[config.mk]
export PLATFORM = sky130hd
export DESIGN_NAME = packet_ingress
export DESIGN_NICKNAME = d
export VERILOG_FILES = /design/src/common/packet_pkg.sv /design/src/verilog/packet_ingress.sv
export SDC_FILE = /design/constraint.sdc
export NUM_CORES = 1
export LEC_CHECK = 0
export BUFFER_PORTS_ARGS = -buffer_cell sky130_fd_sc_hd__buf_4
export CORE_MARGIN = 2
export CORE_UTILIZATION = 55
export CTS_BUF_LIST = sky130_fd_sc_hd__clkbuf_16
export DETAILED_ROUTE_END_ITERATION = 10
export HOLD_SLACK_MARGIN = 0.08
export PLACE_DENSITY = 0.95
export SLEW_MARGIN = 15
export SYNTH_ARGS = -nofsm -noshare
export SYNTH_HDL_FRONTEND = slang
export SYNTH_SLANG_ARGS = --single-unit
export TNS_END_PERCENT = 100
[constraint.sdc]
create_clock -name clk -period 8 [get_ports clk]
set_input_delay 1.6 -clock clk [delete_from_list [all_inputs] [get_ports clk]]
set_output_delay 1.6 -clock clk [all_outputs]
set_load 0.02 [all_outputs]
[src/common/packet_pkg.sv]
package packet_pkg;

    // One 32-bit beat of packet payload.
    typedef logic [31:0] data_t;

    // Word address into the shared buffer; 8 bits covers up to 256 words.
    typedef logic [7:0] addr_t;

    // Packet length counted in beats.
    typedef logic [7:0] size_t;

    // User metadata that travels with a packet.
    typedef logic [15:0] meta_t;

    // Descriptor issued by ingress once a packet is fully stored.
    // The addr field points at the first beat of the packet in the buffer.
    typedef struct packed {
        addr_t addr;
        size_t size;
        meta_t meta;
        logic  err;
    } packet_descriptor_t;

    // Stream beat used on both the input and the output side.
    // On output, meta and err repeat the descriptor values on every beat.
    typedef struct packed {
        data_t data;
        meta_t meta;
        logic  last;
        logic  err;
    } beat_t;

endpackage : packet_pkg

[src/verilog/packet_ingress.sv]
`timescale 1ns/1ps

module packet_ingress
    import packet_pkg::*;
#(
    parameter int BUF_WORDS = 256,
    parameter int MAX_BEATS = 64
) (
    input  logic               clk,
    input  logic               arst_n,
    input  beat_t              in_beat,
    input  logic               in_valid,
    output logic               in_rdy,
    output logic               wr_en,
    output addr_t              wr_addr,
    output data_t              wr_data,
    output packet_descriptor_t desc,
    output logic               desc_valid,
    input  logic               desc_rdy,
    input  logic               buf_release
);

    localparam int    CNT_W     = $clog2(BUF_WORDS) + 1;
    localparam addr_t ADDR_MASK = addr_t'(BUF_WORDS - 1);

    addr_t            wr_ptr;
    logic [CNT_W-1:0] free_cnt;
    addr_t            start_addr;
    size_t            size_cnt;
    logic             err_acc;
    meta_t            meta_q;
    logic             started;

    logic  first_beat;
    logic  trunc;
    logic  accept;
    logic  store;
    addr_t pkt_addr;
    size_t pkt_size;
    meta_t pkt_meta;
    logic  pkt_err;

    // Every packet stores at least one beat, so a zero count marks the first beat.
    assign first_beat = (size_cnt == '0);
    assign trunc      = (size_cnt == size_t'(MAX_BEATS));

    // Beats past MAX_BEATS are dropped, so they do not need free space.
    // The input stays closed until the first clock edge after reset.
    assign in_rdy = started && !desc_valid && (trunc || (free_cnt != '0));
    assign accept = in_valid && in_rdy;
    assign store  = accept && !trunc;

    assign wr_en   = store;
    assign wr_addr = wr_ptr;
    assign wr_data = in_beat.data;

    // Descriptor fields as they stand after the beat currently on the input.
    assign pkt_addr = first_beat ? wr_ptr : start_addr;
    assign pkt_meta = first_beat ? in_beat.meta : meta_q;
    assign pkt_size = store ? size_cnt + size_t'(1) : size_cnt;
    assign pkt_err  = err_acc | in_beat.err | trunc;

    always_ff @(posedge clk or negedge arst_n) begin
        if (!arst_n) begin
            wr_ptr     <= '0;
            free_cnt   <= CNT_W'(BUF_WORDS);
            size_cnt   <= '0;
            err_acc    <= 1'b0;
            desc_valid <= 1'b0;
            started    <= 1'b0;
        end else begin
            started <= 1'b1;
            if (store) begin
                wr_ptr <= (wr_ptr + addr_t'(1)) & ADDR_MASK;
            end
            if (accept) begin
                if (in_beat.last) begin
                    size_cnt <= '0;
                    err_acc  <= 1'b0;
                end else begin
                    size_cnt <= pkt_size;
                    err_acc  <= pkt_err;
                end
            end
            // in_rdy is low while a descriptor is pending, so set and clear never meet.
            if (accept && in_beat.last) begin
                desc_valid <= 1'b1;
            end else if (desc_rdy) begin
                desc_valid <= 1'b0;
            end
            free_cnt <= free_cnt + CNT_W'(buf_release) - CNT_W'(store);
        end
    end

    always_ff @(posedge clk) begin
        if (accept && first_beat) begin
            start_addr <= wr_ptr;
            meta_q     <= in_beat.meta;
        end
        if (accept && in_beat.last) begin
            desc.addr <= pkt_addr;
            desc.size <= pkt_size;
            desc.meta <= pkt_meta;
            desc.err  <= pkt_err;
        end
    end

endmodule : packet_ingress
# Word level (Yosys, flattened, before mapping)

Cells that the tools add are included.

Add/subtract/negate cells: 4
Eq/ne operators: 1
Multiplexer cells: 7
Bitwise logic cells: 2
Reduce and logical (&&, ||, !) cells: 12

Operators by type and width:

| kind                                                 | count |
|---|---|
| 2-to-1 mux 8 bit                                     | 3 |
| adder 8 x 1 -> 8 bit (second input constant)         | 2 |
| 2-to-1 mux 16 bit                                    | 1 |
| adder 9 x 1 -> 9 bit                                 | 1 |
| nonzero test 9 bit                                   | 1 |
| subtractor 9 x 1 -> 9 bit                            | 1 |
| equality test 8 x 7 -> 1 bit (second input constant) | 1 |
| logical NOT 8 bit                                    | 1 |
| logical AND 1 bit                                    | 6 |
| 2-to-1 mux 1 bit                                     | 3 |
| logical NOT 1 bit                                    | 2 |
| OR 1 bit                                             | 2 |
| nonzero test 2 bit                                   | 1 |
| logical OR 1 bit                                     | 1 |

Register bits: 85
Input port bits: 55
Output and inout port bits: 76
Word-level logic and storage cells: 38

# Longest topological paths before layout

Depth in word-level cells: 7
Mapped depth: 15
Depth with buffers taken out: 14

# Worst setup path after synthesis

Ideal clock, no wire load.

Path type: input-to-reg
Start point: input in_valid
End point: register desc[0] (netlist bit), enable pin
Arrival time: 4507 ps
Data required time: 7519 ps
Path slack: 3012 ps
Stages: 2
Path buffers: 0
Path through: nand3b_1 -> a211oi_1

Longest elaborated chain between the ends: 2

Ends and longest elaborated chain:

| element           | RTL line              | text |
|---|---|---|
| start, declared   | packet_ingress.sv:12  | `input logic in_valid,` |
| logical AND 1 bit | packet_ingress.sv:50  | `assign accept = in_valid && in_rdy;` |
| logical AND 1 bit | packet_ingress.sv:100 | `if (accept && in_beat.last) begin` |
| end, declared     | packet_ingress.sv:17  | `output packet_descriptor_t desc,` |

No other way between the ends.
A chain may end at the register's enable or synchronous reset.

# Worst setup path in the final report

Start point: input in_valid
End point: output wr_en

Longest elaborated chain between the ends: 2

Ends and longest elaborated chain:

| element           | RTL line             | text |
|---|---|---|
| logical AND 1 bit | packet_ingress.sv:50 |  |
| logical AND 1 bit | packet_ingress.sv:51 | `assign store = accept && !trunc;` |
| end, declared     | packet_ingress.sv:14 | `output logic wr_en,` |

No other way between the ends.

==> results.cfg <==
[route]
antenna_left = 0
drt_iter0_markers = 334
wirelength_um = 7720
via_per_inst = 5.71
route.vias.total = 2566
wl_per_cell_um = 17.2
drc_errors = 0
drtPass1Iterations = 4

[timing]
fin_ws_ns = 2.84
hold_violations = 0
fmax_mhz = 194
grt_setup_unrepaired = no
min_period_ns = 5.16
drv_slew = 0
fin_skew_ns = 0.00773
timing.setup.tns_ns = 0
setup_viol = 0
fin_crit_sh_pct = 64.5
worst_pin_slew_ns = 0.913
slew_headroom_pct = 38.9

[setup_path]
critPathTopFamily = compound AO/OA/AOI/OAI gates
crit_path_max_incr_delay_ns = 0.89
crit_path_frequent_cell = buf_4
cp-end-kind = output pin
critical_path.startpoint_type = input pin
crit_buf_inv = 3
r2r_slack_ns = 4.18
cp_cell_sequence = buf_4 > nand3b_1 > a31oi_1 > nand2_1 > inv_1 > buf_4
arrival_ns = 3.56
path_max_fanout = 17
crit_required_ns = 6.40
critical_path_class = input pin to output pin
cpMaxStageDelayCell = a31oi_1

[power]
p_leak_nw = 1.95
vdd_ir_drop_max_v = 0.000160
power_mw = 1.42
powerDensity_mw_per_mm2 = 300

[placed_design]
dp_slack_ns = 2.88
hpwl_um = 5440
io_buffer_count = 66
gp_congestion = 0.835

[floorplanning]
die_y_um = 90.7
ios = 131
placementRows = 31
design.core.area_mm2 = 0.00725
initial_core_util_pct = 57.0
die_area_mm2 = 0.00822
die_x_um = 90.7

[clock_network]
clkLatencyLatePin_ns = 0.33
htreeDepth = 3
cts_resized = 0
cts_made_buffers = 9
cts_hold_buffers = 0
cts_tree = done
clk_pin_slew_worst_paths_ns = 0.06
clockBufferDepth = 2
post_cts_buffers = 0
cts_root_buf = clkbuf_16
cts.sinks = 85

[yosys]
synth_commonest_cells = 57 x edfxtp_1, 33 x buf_4, 27 x dfrtp_1
syn_avg_cell_area_um2 = 13.3
synth-main-ff-cell = edfxtp_1
synth_top_cell_by_area = edfxtp_1
synth_area_leaders = edfxtp_1 41%, dfrtp_1 16%, mux2_2 6.8%, buf_4 6.0%, ha_1 4.5%
yosysWarnings = 0
synth_edf_count = 57
synth_mux_area_share_pct = 6.81
syn-num-nets = 382
ys_seq_area_share_pct = 58.4
synth_cell_types = 50
synthAdderAreaFrac_pct = 5.03
yosys.area.top_type_share_pct = 41.4
synth_top_family_by_area = buffers and inverters
synth_area_mm2 = 0.00413
synth-simple-area-share_pct = 8.54
synth_compound_area_share_pct = 7.51
synth_xor_area_share_pct = 4.24
yosysMostFrequentCell = edfxtp_1
synth-seq-cells = 85
synthArstFlopShare_pct = 32.9
syn_inst = 311

[worst_hold_path]
min_path_type = register to register

[finish]
antenna_cells = 0
drive_gt1_share_pct = 34.6
fin_nets = 416
area_growth_syn_to_layout_pct = 14.5

[job]
drv_cap = 0

[global_route]
grt-ovfl-total = 0
antenna_found_initial = 0
grt_pass1_wl_um = 12900
grt.total_usage_pct = 19.9
grt_max_degree = 35
grt_pass1_vias = 2601

[outcome]
outcome = completed
-- power breakdown --
group / switching, mW / internal, mW
clock network: 0.165 / 0.211
logic: 0.239 / 0.209
registers: 0.0519 / 0.547
-- placed cells by master (no fill, tap or decap), types with 4 or more instances in the layout --
cell	synthesis	layout
nand3_1	12	12
inv_1	20	20
a31oi_1	4	4
mux2_2	25	25
a211oi_1	6	5
buf_4	33	67
and3_1	5	5
ha_1	15	15
edfxtp_1	57	57
xor2_1	8	8
clkbuf_16	0	9
nor2_1	12	12
a21oi_1	8	8
nand2_1	7	7
xnor2_1	12	12
dfrtp_1	27	27
-- per-layer routing --
layer | track usage (%) | wire (µm)
met5 | 0 | 0
met4 | 11.8 | 257
met3 | 3.42 | 541
met2 | 33.4 | 3880
met1 | 24.2 | 3040
-- registers in the layout, indices dropped and copies added (netlist names) --
signal and cells:
meta_q 16, started 1, desc 33, wr_addr 8, err_acc 1, size_cnt 8, desc_valid 1, free_cnt 9
start_addr 8
-- final cells by class --
type | count | area, µm²
clock buffers | 9 | 225
clock inverters | 7 | 48.8
fillers | 480 | 2520
inverters | 20 | 75.1
multi-input cells | 162 | 1340
flip-flops and latches | 85 | 2410
well taps | 99 | 124
repair buffers | 67 | 503
-- worst paths after layout --
| kind | endpoint | from | cells after the start |
|---|---|---|---|
| hold reg to reg | desc_valid | desc_valid | 1 |
| hold / removal | desc_valid | desc_valid | 1 |
| min in group asynchronous | size_cnt[1] | arst_n | 1 |
| setup / recovery | wr_en | in_valid | 6 |
| setup reg to reg | free_cnt[8] | desc_valid | 12 |
| max in group asynchronous | free_cnt[8] | arst_n | 1 |
-- cells by family after synthesis --
kind of cell,after synthesis
flops,85
buf+inv,64
simple gates,59
compound gates,41
mux,25
xor+xnor,20
fa+ha+maj,16
other cells,1
-- through the flow --
stage               utilization, %  area (µm²)  std cells  hold WS [ns]
detailed placement            61.5        4460        433         0.509
finish                        65.3        4730        449         0.520
floorplan                        -        4130        311         0.481
CTS                           65.3        4730        449         0.524
global placement              61.5        4460        433         0.490
global route                  65.3        4730        449         0.554
No activity file was read; power rests on OpenSTA's default activity.
