`src/common/packet_pkg.sv`:
```
package packet_pkg;

    // One 32-bit beat of packet payload.
    typedef logic [31:0] data_t;

    // Word address into the shared buffer; 8 bits covers up to 256 words.
    typedef logic [7:0] addr_t;

    // Packet length counted in beats.
    typedef logic [7:0] size_t;

    // User metadata that travels with a packet.
    typedef logic [15:0] meta_t;

    // Descriptor issued by ingress once a packet is fully stored.
    // The addr field points at the first beat of the packet in the buffer.
    typedef struct packed {
        addr_t addr;
        size_t size;
        meta_t meta;
        logic  err;
    } packet_descriptor_t;

    // Stream beat used on both the input and the output side.
    // On output, meta and err repeat the descriptor values on every beat.
    typedef struct packed {
        data_t data;
        meta_t meta;
        logic  last;
        logic  err;
    } beat_t;

endpackage : packet_pkg

```
`src/verilog/packet_egress.sv`:
```
`timescale 1ns/1ps

module packet_egress
    import packet_pkg::*;
#(
    parameter int BUF_WORDS = 256
) (
    input  logic               clk,
    input  logic               arst_n,
    input  packet_descriptor_t fifo_desc,
    input  logic               fifo_valid,
    output logic               fifo_rdy,
    output logic               rd_en,
    output addr_t              rd_addr,
    input  data_t              rd_data,
    output beat_t              out_beat,
    output logic               out_valid,
    input  logic               out_rdy,
    output logic               buf_release
);

    localparam addr_t ADDR_MASK = addr_t'(BUF_WORDS - 1);

    typedef enum logic {
        ST_IDLE,
        ST_STREAM
    } state_t;

    state_t state;
    addr_t  rd_ptr;
    size_t  remaining;
    meta_t  meta_q;
    logic   err_q;

    // Sideband that follows each read through the memory output stage.
    logic  mem_vld;
    meta_t mem_meta;
    logic  mem_last;
    logic  mem_err;
    beat_t mem_beat;

    beat_t skid_beat;
    logic  skid_vld;

    logic out_free;
    logic mem_take;
    logic skid_load;

    assign fifo_rdy    = (state == ST_IDLE);
    assign rd_addr     = rd_ptr;
    assign buf_release = out_valid && out_rdy;

    assign mem_beat = '{data: rd_data, meta: mem_meta, last: mem_last, err: mem_err};

    assign out_free = !out_valid || out_rdy;
    assign mem_take = mem_vld && (out_free || !skid_vld);

    // The memory beat goes to the skid register when the output is busy,
    // or when the skid register is itself moving into the output.
    assign skid_load = mem_vld && (skid_vld ? out_free : !out_free);

    // A new read is only issued when the beat now in the memory stage is sure to move on.
    assign rd_en = (state == ST_STREAM) && !(mem_vld && skid_vld);

    always_ff @(posedge clk or negedge arst_n) begin
        if (!arst_n) begin
            state     <= ST_IDLE;
            rd_ptr    <= '0;
            remaining <= '0;
            mem_vld   <= 1'b0;
            skid_vld  <= 1'b0;
            out_valid <= 1'b0;
        end else begin
            case (state)
                ST_IDLE: begin
                    if (fifo_valid) begin
                        state     <= ST_STREAM;
                        rd_ptr    <= fifo_desc.addr;
                        remaining <= fifo_desc.size;
                    end
                end
                ST_STREAM: begin
                    if (rd_en) begin
                        rd_ptr    <= (rd_ptr + addr_t'(1)) & ADDR_MASK;
                        remaining <= remaining - size_t'(1);
                        if (remaining == size_t'(1)) begin
                            state <= ST_IDLE;
                        end
                    end
                end
                default: state <= ST_IDLE;
            endcase

            mem_vld <= rd_en || (mem_vld && !mem_take);

            if (out_free) begin
                out_valid <= skid_vld || mem_vld;
                skid_vld  <= skid_vld && mem_vld;
            end else if (!skid_vld) begin
                skid_vld <= mem_vld;
            end
        end
    end

    always_ff @(posedge clk) begin
        if (fifo_rdy && fifo_valid) begin
            meta_q <= fifo_desc.meta;
            err_q  <= fifo_desc.err;
        end
        if (rd_en) begin
            mem_meta <= meta_q;
            mem_err  <= err_q;
            mem_last <= (remaining == size_t'(1));
        end
        if (skid_load) begin
            skid_beat <= mem_beat;
        end
        // The skid register holds the older beat, so it has priority for the output.
        if (out_free) begin
            out_beat <= skid_vld ? skid_beat : mem_beat;
        end
    end

endmodule : packet_egress

```
`config.mk`:
```
export PLATFORM = sky130hd
export DESIGN_NAME = packet_egress
export DESIGN_NICKNAME = d
export VERILOG_FILES = /design/src/common/packet_pkg.sv /design/src/verilog/packet_egress.sv
export SDC_FILE = /design/constraint.sdc
export NUM_CORES = 1
export LEC_CHECK = 0
export BUFFER_PORTS_ARGS = -buffer_cell sky130_fd_sc_hd__buf_2
export CORE_MARGIN = 3
export CORE_UTILIZATION = 30
export CTS_BUF_LIST = sky130_fd_sc_hd__clkbuf_8
export CTS_CLUSTER_DIAMETER = 100
export DETAILED_ROUTE_END_ITERATION = 6
export PLACE_DENSITY = 0.6
export SYNTH_ARGS = -nofsm -noshare
export SYNTH_HDL_FRONTEND = slang
export SYNTH_SLANG_ARGS = --single-unit
```
`constraint.sdc`:
```
create_clock -name clk -period 6.7 [get_ports clk]
set_input_delay 2.01 -clock clk [delete_from_list [all_inputs] [get_ports clk]]
set_output_delay 2.01 -clock clk [all_outputs]
set_load 0.05 [all_outputs]
```
* Word level (Yosys, flattened, before mapping)
Index checks and enable logic that the tools add are counted.
** Word-level totals
- Bits in registers :: 155
- Input port bits :: 69
- Output and inout bits :: 62
** Cells by class
- Add/sub/neg operators :: 2
- Eq/ne operators :: 3
- Mux-type cells :: 14
- Bitwise operators :: 1
- Reduce and logical (&&, ||, !) cells :: 17
** Operators by type and width (count)
- 2-to-1 mux 50 bit :: 1
- 2-to-1 mux 8 bit :: 4
- one-hot mux 8 bit (2 select lines) :: 2
- adder 8 x 1 -> 8 bit, second input constant :: 1
- equality test 8 x 1 -> 1 bit, second input constant :: 1
- subtractor 8 x 1 -> 8 bit, second input constant :: 1
- logical AND 1 bit :: 7
- 2-to-1 mux 1 bit :: 6
- logical NOT 1 bit :: 5
- logical OR 1 bit :: 4
- != test 2 bit, second input constant :: 2
- one-hot mux 1 bit (2 select lines) :: 1
- AND reduction 2 bit :: 1
- inverter 1 bit :: 1

* Depth between registers and ports, before layout
- Word-level depth :: 7
- Gate-level depth with buffers :: 5

* Worst setup path after synthesis
Ideal clock, no wire load.
- Path type :: register -> output
- Start point :: register state
- End point :: output port rd_en
- Arrival time :: 2634 ps
- Data required time :: 4690 ps
- Setup slack :: 2056 ps
- Stages on the path, launching flop included :: 4
- Path buffers :: 1
- Cell sequence :: dfrtp_1 -> inv_1 -> clkbuf_1 -> a21oi_1
** Between the ends
- Longest elaborated chain between the ends :: 1
** RTL lines
- start, declared :: line packet_egress.sv:29 : state_t state;
- start signal, assigned :: line packet_egress.sv:67 : state <= ST_IDLE;
- start signal, assigned :: line packet_egress.sv:77 : state <= ST_STREAM;
- start signal, assigned :: line packet_egress.sv:87 : state <= ST_IDLE;
- logical AND 1 bit :: line packet_egress.sv:63 : assign rd_en = (state == ST_STREAM) && !(mem_vld && skid_vld);
- end, declared :: line packet_egress.sv:13 : output logic rd_en,
Every way passes these cells.

* Worst setup path in the final report
Same ends and word-level chain as after synthesis.

==> impl_results.md <==
* Slew Limit Fails at 0
* Relative slew slack at 23.0%
* Synth area leader: edfxtp_1
* Pin count of the biggest net entering global routing at 62
* RSZ-0062 raised after global routing: no
* Reg power frac at 44.8%
* # IOs at 131
* Layout cells sized above 1 at 47.1%
* Hold Violations, Final at 0
* Final period util at 70.3%
* CP peak stage delay at 0.94 ns
* Initial antenna violation count at 1
* HPWL Detailed at 7.67 mm
* Hold_buf cts at 0
* Die footprint at 21300 sq um
* Crit-path leading delay family: buffers and inverters
* Placement Cell Area at 6840 sq um
* Fmax at 212 MHz
* Largest family of logic cells by synthesized area: multiplexers
* Adder-Cell Fraction of Synth Area at 1.02%
* Post-synth EDFFs at 135
* Crit start category: flip-flop
* Worst EP required at 4.69 ns
* P&R area growth vs syn at 23.5%
* Max Cap Violations at 0
* Mapped Nets at 396
* Chip Height at 146 um
* Initial Util at 31.0%
* Post-synth top area share at 68.9%
* Clock Root Buffer: clkbuf_8
* Post-route cell area at 7260 sq um
* Crit path max fanout at 31
* Switching Power at 1.43 mW
* Simple-gate share of the synthesized area at 3.91%
* Synth warn at 0
* Leak at 2.74 nW
* Top-count cell post-synth: edfxtp_1
* Pwr dens at 511 nW/um^2
* Final WL at 12.1 mm
* Skew final at 0.0103 ns
* TritonCTS Buffers at 17
* Crit end category: output pin
* Final setup viols at 0
* Crit-path cells: inv_1, a21oi_2, buf_4, buf_2
* Kind of critical path: flip-flop to output pin
* Syn Std Cell Area at 5880 sq um
* Synth Flop Type: edfxtp_1
* Clock network power share at 20.0%
* Syn_area_per_cell at 18.2 sq um
* Number of post-CTS setup repair buffers at 0
* Synth top cells by count: 135 x edfxtp_1, 50 x mux2_2, 20 x dfrtp_1
* Mux share of post-synthesis cell area at 10.4%
* Total GRT Usage at 11.4%
* Post_cts resized at 0
* Core area at 19000 sq um
* Min Tclk post-route at 4.71 ns
* Number of global-route vias before repair at 3593
* Cells after synthesis at 323
* Status: complete, no violations
* # diodes at 0
* TritonCTS Sinks at 155
* Nets at 536
* IO Port Bufs at 130
* Total overflow reported by the global router at 0
* Synth Register Bits at 155
* DRT Pass-1 Iters at 4
* CTS max path bufs at 2
* Post-route ant nets at 0
* Iteration-0 DRC Markers at 160
* CTS tree: done
* Synth Area in Compound Gates at 5.81%
* First-pass GRT wire length at 19.1 mm
* Critical path arrival at 2.70 ns
* Asr flop ratio synth at 12.9%
* XOR/XNOR share of the synthesized area at 0.149%
* Combinational fraction of design power at 35.2%
* Clock Pin Slew Worst Setup and Hold Paths at 0.09 ns
* Least-Margin Pin Slew at 1.15 ns
* Site row count at 50
* Worst skew pair latency at 0.44 ns
* Hold WS at 0.425 ns
* VDD IR max at 0.000257 V
* DRC at 0
* Internal Power at 2.27 mW
* GPL Wtd Cong at 0.763
* Vias/cell at 4.56
* Seq/Total Area, Yosys at 77.4%
* H-Tree Depth at 4
* Top cells by area, synth: edfxtp_1 69%, mux2_2 9.6%, dfrtp_1 8.5%
* Worst path buffer plus inverter count at 3
* Min-delay worst type: flip-flop to flip-flop
* Switch share at 38.7%
* Post-synth cell types at 39
* Setup TNS at 0 ns
* Die Span X at 146 um
* Vias at 3355
* Drt wl/cell at 16.4 um
* CP max stage cell: dfrtp_1
## cell type report
cell class / instances / area, sq um
Tap cell: 260 / 325
Clock inverter: 15 / 188
Sequential cell: 155 / 4560
Inverter: 7 / 26.3
Clock buffer: 17 / 234
Multi-Input combinational cell: 149 / 1260
Timing Repair Buffer: 133 / 673
Fill cell: 1783 / 11700
## cell families after synthesis
| family | Yosys count |
|---|---|
| flops | 155 |
| compound gates | 50 |
| fa+ha+maj | 5 |
| xor+xnor | 1 |
| mux | 55 |
| simple gates | 38 |
| buf+inv | 19 |
## metal layers
layer	vias to the layer above	wire length, um	part of all wire (%)	global-route usage [%]
met1	1645	5180	43	13.7
met3	8	928	7.7	4.42
met2	137	5890	49	19.1
met4	2	73	0.60	3.76
li1	1563	-	-	-
met5	-	7	0.058	0
## cells in the final DEF, fill, tap and decap left out, types with 3 or more instances in the layout
master and n:
inv_6 4, or3_1 3, a211oi_1 14, a21oi_1 14
o31ai_1 3, inv_1 7, a31oi_1 5, edfxtp_1 135
clkbuf_8 17, a21bo_2 3, bufinv_16 3, dfrtp_1 19
ha_1 4, nand2_1 4, mux2_2 50, nor2b_1 9
nand3_1 5, buf_2 130, mux2i_1 5, buf_4 3
clkinvlp_4 3
## sequential cells by signal, indices dropped and copies added, names as in the netlist
signal and flops:
skid_vld 1, skid_beat 50, rd_addr 8, remaining 8, state 1, err_q 1
out_beat 50, mem_meta 16, mem_vld 1, meta_q 16, mem_err 1, mem_last 1
out_valid 1
## power groups by stage
stage | logic [mW] | clock network (mW) | registers (mW)
3_3_place_gp | 1.30 | 0 | 1.67
6_report | 1.31 | 0.743 | 1.66
5_1_grt | 1.40 | 0.813 | 1.70
2_1_floorplan | 0.523 | 0 | 2.13
4_1_cts | 1.33 | 0.775 | 1.66
3_5_place_dp | 1.32 | 0 | 1.68
## metrics by stage
step           cells  power, mW  utilization [%]  setup WS, ns
2_1_floorplan    323       2.66                -          2.06
5_1_grt          736       3.91             38.3          1.73
3_5_place_dp     704       3.01             36.1          2.24
3_3_place_gp     704       2.96             36.1          2.23
6_report         736       3.71             38.3          1.99
4_1_cts          736       3.77             38.3          1.96
## path summary, 6_finish.rpt
kind / start / end / slack [ns] / cells after the start
setup reg to reg: skid_vld / skid_beat[14] / 4.35 / 4
hold reg to reg: meta_q[3] / mem_meta[3] / 0.42 / 0
hold / removal: meta_q[3] / mem_meta[3] / 0.42 / 0
max in group asynchronous: arst_n / skid_vld / 4.80 / 1
min in group asynchronous: arst_n / remaining[5] / 1.53 / 1
setup / recovery: state / rd_en / 1.99 / 4
Power figures use the tool's default switching activity.
