$ cat config.mk
export PLATFORM = sky130hd
export DESIGN_NAME = packet_descriptor_fifo
export DESIGN_NICKNAME = d
export VERILOG_FILES = /design/src/common/packet_pkg.sv /design/src/packet_descriptor_fifo/fifo_core.sv /design/src/packet_descriptor_fifo/packet_descriptor_fifo.sv
export SDC_FILE = /design/constraint.sdc
export NUM_CORES = 1
export LEC_CHECK = 0
export CORE_MARGIN = 2
export CORE_UTILIZATION = 45
export CTS_CLUSTER_SIZE = 14
export DETAILED_ROUTE_END_ITERATION = 10
export DONT_BUFFER_PORTS = 1
export SYNTH_ARGS = -nofsm -noshare
export SYNTH_HDL_FRONTEND = slang
export SYNTH_SLANG_ARGS = --single-unit
$ cat constraint.sdc
create_clock -name clk -period 7.2 [get_ports clk]
set_clock_uncertainty 0.05 [all_clocks]
set_input_delay 0.36 -clock clk [delete_from_list [all_inputs] [get_ports clk]]
set_output_delay 0.36 -clock clk [all_outputs]
set_load 0.05 [all_outputs]
$ cat src/common/packet_pkg.sv
package packet_pkg;

    // One 32-bit beat of packet payload.
    typedef logic [31:0] data_t;

    // Word address into the shared buffer; 8 bits covers up to 256 words.
    typedef logic [7:0] addr_t;

    // Packet length counted in beats.
    typedef logic [7:0] size_t;

    // User metadata that travels with a packet.
    typedef logic [15:0] meta_t;

    // Descriptor issued by ingress once a packet is fully stored.
    // The addr field points at the first beat of the packet in the buffer.
    typedef struct packed {
        addr_t addr;
        size_t size;
        meta_t meta;
        logic  err;
    } packet_descriptor_t;

    // Stream beat used on both the input and the output side.
    // On output, meta and err repeat the descriptor values on every beat.
    typedef struct packed {
        data_t data;
        meta_t meta;
        logic  last;
        logic  err;
    } beat_t;

endpackage : packet_pkg

$ cat src/packet_descriptor_fifo/fifo_core.sv
`timescale 1ns/1ps

module fifo_core #(
    parameter type DATA_T = logic [7:0],
    parameter int  DEPTH  = 8
) (
    input  logic  clk,
    input  logic  arst_n,
    input  DATA_T wr_data,
    input  logic  wr,
    output logic  wr_rdy,
    output DATA_T rd_data,
    output logic  rd_ack,
    input  logic  rd
);

    localparam int AW = $clog2(DEPTH);

    // The extra pointer bit separates the full case from the empty case.
    typedef logic [AW:0] ptr_t;

    DATA_T entries [DEPTH];
    ptr_t  wr_ptr;
    ptr_t  rd_ptr;
    logic  empty;
    logic  full;
    logic  do_write;
    logic  do_read;

    assign empty = (wr_ptr == rd_ptr);
    assign full  = (wr_ptr[AW] != rd_ptr[AW]) && (wr_ptr[AW-1:0] == rd_ptr[AW-1:0]);

    // A full FIFO refuses a write even when a read happens in the same cycle.
    assign wr_rdy   = !full;
    assign rd_ack   = !empty;
    assign do_write = wr && wr_rdy;
    assign do_read  = rd && rd_ack;

    // First-word-fall-through: the head entry is visible without a read request.
    assign rd_data = entries[rd_ptr[AW-1:0]];

    always_ff @(posedge clk or negedge arst_n) begin
        if (!arst_n) begin
            wr_ptr <= '0;
            rd_ptr <= '0;
        end else begin
            if (do_write) begin
                wr_ptr <= wr_ptr + ptr_t'(1);
            end
            if (do_read) begin
                rd_ptr <= rd_ptr + ptr_t'(1);
            end
        end
    end

    always_ff @(posedge clk) begin
        if (do_write) begin
            entries[wr_ptr[AW-1:0]] <= wr_data;
        end
    end

endmodule : fifo_core

$ cat src/packet_descriptor_fifo/packet_descriptor_fifo.sv
`timescale 1ns/1ps

module packet_descriptor_fifo
    import packet_pkg::*;
#(
    parameter int DESC_DEPTH = 8
) (
    input  logic               clk,
    input  logic               arst_n,
    input  packet_descriptor_t desc,
    input  logic               desc_valid,
    output logic               desc_rdy,
    output packet_descriptor_t fifo_desc,
    output logic               fifo_valid,
    input  logic               fifo_rdy
);

    // The pointer scheme in fifo_core needs a power-of-two depth of at least two.
    if ((DESC_DEPTH < 2) || ((DESC_DEPTH & (DESC_DEPTH - 1)) != 0)) begin : g_bad_depth
        $error("DESC_DEPTH must be a power of two and at least 2");
    end

    // Typed descriptor queue between the ingress producer and the egress consumer.
    fifo_core #(
        .DATA_T ( packet_descriptor_t ),
        .DEPTH  ( DESC_DEPTH )
    ) i_fifo_core (
        .clk     ( clk ),
        .arst_n  ( arst_n ),
        .wr_data ( desc ),
        .wr      ( desc_valid ),
        .wr_rdy  ( desc_rdy ),
        .rd_data ( fifo_desc ),
        .rd_ack  ( fifo_valid ),
        .rd      ( fifo_rdy )
    );

endmodule : packet_descriptor_fifo

Yosys cells after proc, flatten, opt, wreduce, memory -nomap -nowiden:

Memories as Yosys holds them, arrays and structs flattened.
Index checks and enable logic that the tools add are counted.

* register bits after elaboration: 8
* RAM bits: 264
* input port bits: 37
* output and inout port bits: 35
* word-level logic and storage cells: 15
* memories kept: 1

* add/sub/neg operators: 2
* equal/unequal tests: 3
* multiplexer cells: 2
* reductions and logical operators: 5

Memory list
* i_fifo_core.entries: depth 8, bits a word 33, read ports 1, clocked after Yosys merged registers in 0, write ports 1, line fifo_core.sv:22 `DATA_T entries [DEPTH];`

Operator list (number)
* 4-bit by 1-bit adder with 4-bit output, second input constant: 2
* 4-bit equality test: 1
* 3-bit equality test: 1
* 1-bit logical AND: 3
* 1-bit logical NOT: 2
* 1-bit 2-to-1 mux: 2
* 1-bit != test: 1

Longest topological paths before layout:

* word-level depth: 6
* depth in mapped cells: 6
* gate-level depth less buffers: 4

Worst setup path before layout:

OpenSTA, ideal clock, no wires.

* path kind: register to register
* start point: reg i_fifo_core.rd_ptr[2]
* end point: mem i_fifo_core.entries[4][0] (netlist bit), enable pin
* library setup time: 0.518 ns
* arrival time: 4.529 ns
* required time: 6.632 ns
* setup slack: 2.102 ns
* stages on the path, launching flop included: 5
* path buffers: 1
* clock period less this slack: 5.098 ns
* path through: dfrtp_1 buf_2 xor2_1 nor4_2 nor4b_1

* word-level cells in the longest chain between the ends: 6

Ends and longest elaborated chain
* from (decl): line fifo_core.sv:24 `ptr_t rd_ptr;`
* from (signal assigned): line fifo_core.sv:51 `rd_ptr <= rd_ptr + ptr_t'(1);`
* 3-bit equality test: line fifo_core.sv:31 `assign full = (wr_ptr[AW] != rd_ptr[AW]) && (wr_ptr[AW-1:0] == rd_ptr[AW-1:0]);`
* 1-bit logical AND: line fifo_core.sv:31
* 1-bit logical NOT: line fifo_core.sv:34 `assign wr_rdy = !full;`
* 1-bit logical AND: line fifo_core.sv:36 `assign do_write = wr && wr_rdy;`
* 1-bit 2-to-1 mux: line fifo_core.sv:57 `if (do_write) begin`
* 1-bit 2-to-1 mux (not written as such): line fifo_core.sv:58 `entries[wr_ptr[AW-1:0]] <= wr_data;`
* to (decl): line fifo_core.sv:22

No other way between the ends.

Worst setup path after layout:

* start point: reg i_fifo_core.rd_ptr[2]
* end point: mem i_fifo_core.entries[5][18] (netlist bit), enable pin

Same word-level chain as after synthesis.

==> run_results.csv <==
group,metric,value,unit
power,swShare,0.3602,
worst_setup_path,worst_ep_required_time,7.33,ns
synthesis,yosysMostFrequentCell,"edfxtp_1",
timing,relSlewSlack,0.2372,
hold_path,hold_depth,3,
worst_setup_path,timing.rr.start,"i_fifo_core.rd_ptr[2]",
worst_setup_path,path_max_fanout,37,
route,drt_iter0_drc,365,
hold_path,worst_hold_path.endpoint,"i_fifo_core.rd_ptr[2]",
worst_setup_path,cp_slowest_cell,"dfrtp_2",
synthesis,synth.distinct_cells,27,
route,wl_per_cell,23.04,µm
clock_tree,insertion_delay,0.53,ns
clock_tree,clock_path_buffers,3,
status,outcome,"completed",
timing,finalCritPeriodShare,0.5087,
route,dr_wl_met3,988,µm
route,wl_met1,8065,µm
synthesis,yosysWarnings,0,
timing,slew_violations,0,
worst_setup_path,critPathKind,"reg -> reg",
synthesis,synth-seq-area-share,0.7736,
placed_design,io_buffers,0,
clock_tree,cts_buffers,28,
final_layout,nFillCells,1742,
timing,rsz0062_at_grt,"no",
power,clock_power_share,0.250,
floorplanning,die_y,156.8,µm
synthesis,syn-num-nets,479,
synthesis,ys_ff_latch,272,
grt,grt_pass1_vias,4933,
synthesis,synth_top_cell_by_area,"edfxtp_1",
timing,setup_viol,0,
synthesis,synth_top_cell_area_share,0.7546,
placed_design,gp_congestion,0.7906,
synthesis,synthTopCellsByArea,"edfxtp_1 (75%), mux4_2 (14%), mux2_2 (3.0%), dfrtp_1 (1.9%), mux2_4 (1.0%)",
synthesis,synth_area,10510,µm²
worst_setup_path,r2r_cells,5,
worst_setup_path,worstPathArrival,3.79,ns
grt,grtUsageTotal,0.1595,
grt,antenna_found_initial,1,
route,drc_errors,0,
hold_path,hp-class,"in -> reg",
route,vias,4566,
power,p_per_area,446.7,nW/µm²
worst_setup_path,cpMostUsedCell,"buf_4",
route,via_per_inst,5.488,
floorplanning,die_x,156.8,µm
worst_setup_path,crit_path_max_incr_delay,1.10,ns
power,switching_power,1.961,mW
timing,hold_viol,0,
synthesis,synthCells,440,
route,wl_met2,9671,µm
timing,tns,0,ns
clock_tree,post_cts_buffers,0,
placed_design,place_ws,3.430,ns
clock_tree,cts_tree,"built",
floorplanning,coreArea,22780,µm²
timing,worst_slack,3.537,ns
clock_tree,numClockSinks,272,
route,detail-route-antenna-nets,0,
power,vdd_drop_max,0.1779,mV
synthesis,ys.flop_type,"edfxtp_1",
worst_setup_path,startpoint_type,"flop",
placed_design,place_area,10950,µm²
timing,post-route-min-period,3.663,ns
clock_tree,post_cts_resized,0,
clock_tree,htreeDepth,1,
synthesis,synth_enable_flop_cells,264,
job,maxCapViolations,0,
clock_tree,clockRootBuffer,"clkbuf_16",
worst_setup_path,end_kind,"flop",
power,leakagePower,3.847,nW
grt,grt_max_degree,72,
floorplanning,die_area,24590,µm²
worst_setup_path,r2r_setup_slack,3.54,ns
grt,grt_pass1_wl,29390,µm
floorplanning,ioPinCount,72,
placed_design,dp.final_hpwl,10930,µm
clock_tree,holdBufCountCts,36,
worst_setup_path,r2r-end,"i_fifo_core.entries[5][18]",
floorplanning,rows,55,
final_layout,nets,537,
floorplanning,start_util,0.4612,
final_layout,final_layout_size_suffix_gt1_frac,0.3224,
synthesis,synth_common_cells,"edfxtp_1 (264), mux4_2 (66), mux2_2 (28)",
synthesis,async_flop_share,0.02941,
power,power_frac_seq,0.421,
power,combPwrFrac,0.329,
synthesis,syn_area_per_cell,23.88,µm²
final_layout,area_growth,15.96,%
timing,worst_slew_pin_slew,1.142,ns
route,routed_wl,19170,µm
final_layout,post-route-util,0.5349,
final_layout,stdcell_area,12180,µm²
worst_setup_path,cp_cell_sequence,"xor2_1, nor4_2, buf_4, nor4b_2, buf_4",
hold_path,hold_start,"fifo_rdy",
route,dr.pass1.iters,4,
route,top_layer,"met4",
grt,overflow,0,
timing,max_freq,0.2730,GHz
clock_tree,path_clk_slew,0.06,ns
power,p_int,3.482,mW
routing by layer:
layer  global-route usage  vias to the layer above
met5                    0                        -
met4              0.04718                        0
met3              0.03489                       34
met2               0.2713                       92
met1               0.2076                     2447
li1                     -                     1993
power by group through the flow:
stage	clock network [mW]	registers, mW	logic, mW
floorplan	0	2.10	1.70
global placement	0	2.32	1.78
detailed placement	0	2.34	1.79
CTS	1.40	2.30	1.82
global route	1.45	2.33	1.89
finish	1.36	2.29	1.79
worst max-delay path by stage:
stage / slack (ns) / to / from / depth (start not counted)
3_3_place_gp: 3.61 / i_fifo_core.entries[5][21] / i_fifo_core.rd_ptr[1] / 5
5_1_grt: 3.26 / i_fifo_core.entries[5][21] / i_fifo_core.rd_ptr[2] / 5
2_1_floorplan: 2.10 / i_fifo_core.entries[4][0] / i_fifo_core.rd_ptr[2] / 4
6_report: 3.54 / i_fifo_core.entries[5][18] / i_fifo_core.rd_ptr[2] / 5
3_5_place_dp: 3.43 / i_fifo_core.entries[5][18] / i_fifo_core.rd_ptr[1] / 5
4_1_cts: 3.43 / i_fifo_core.entries[5][18] / i_fifo_core.rd_ptr[2] / 5
cell usage in the layout, fill, tap and decap left out, types with 2 or more instances in the layout:
cell type,Yosys,routed
clkinv_2,0,3
o41ai_2,2,2
xnor2_1,6,6
nand4_1,2,2
nand2_1,5,5
clkbuf_16,0,29
bufinv_16,0,2
nor4_2,1,4
nor4b_2,0,4
edfxtp_1,264,264
clkinv_1,0,7
mux4_2,66,66
ha_1,2,2
mux2_4,7,7
buf_4,0,15
xor2_1,6,6
mux2_2,28,28
dfrtp_1,8,5
inv_1,2,2
clkinvlp_4,0,2
dfrtp_4,0,2
dlygate4sd3_1,0,36
a311oi_1,2,2
clkbuf_1,7,6
a41oi_1,2,2
layout make-up:
cell class,instances,area [µm²],share of cell area
Inverter,2,7.507,0.0006162
Clock buffer,35,748.2,0.06142
Sequential cell,272,8137,0.6679
Timing Repair Buffer,51,473.0,0.03882
Tap cell,313,391.6,0.03215
Clock inverter,15,125.1,0.01027
Antenna cell,1,2.502,0.0002054
Multi-Input combinational cell,143,2298,0.1887
sequential cells by signal, summed over array words and instances (netlist names):
signal / count
i_fifo_core.entries: 264
i_fifo_core.rd_ptr: 4
i_fifo_core.wr_ptr: 4
metrics by stage:
stage / power (mW) / hold slack (ns) / cells
2_1_floorplan: 3.806 / 0.01441 / 440
3_3_place_gp: 4.097 / 0.01470 / 745
3_5_place_dp: 4.123 / 0.01471 / 745
4_1_cts: 5.525 / 0.02221 / 831
5_1_grt: 5.672 / 0.03574 / 832
6_report: 5.442 / 0.04274 / 832
critical path: cells and delay by family (launching register included):
| kind | cells | cell delay (ns) |
|---|---|---|
| flip-flops | 1 | 1.10 |
| XOR/XNOR | 1 | 0.43 |
| AND/OR/NAND/NOR | 2 | 0.98 |
| buffers and inverters | 2 | 0.74 |
kinds of logic (layout without fill, tap and decap cells):
group,count (synthesis),after routing,share of synthesized area
and+or+nand+nor,20,20,0.01167
AOI/OAI and AO/OA,8,8,0.008337
buffers and inverters,25,103,0.01250
DFF,272,272,0.7736
muxes,101,101,0.1815
xor gates and xnor gates,12,12,0.01000
adders and majority gates,2,2,0.002381
other,0,1,0
Power figures use the tool's default switching activity.
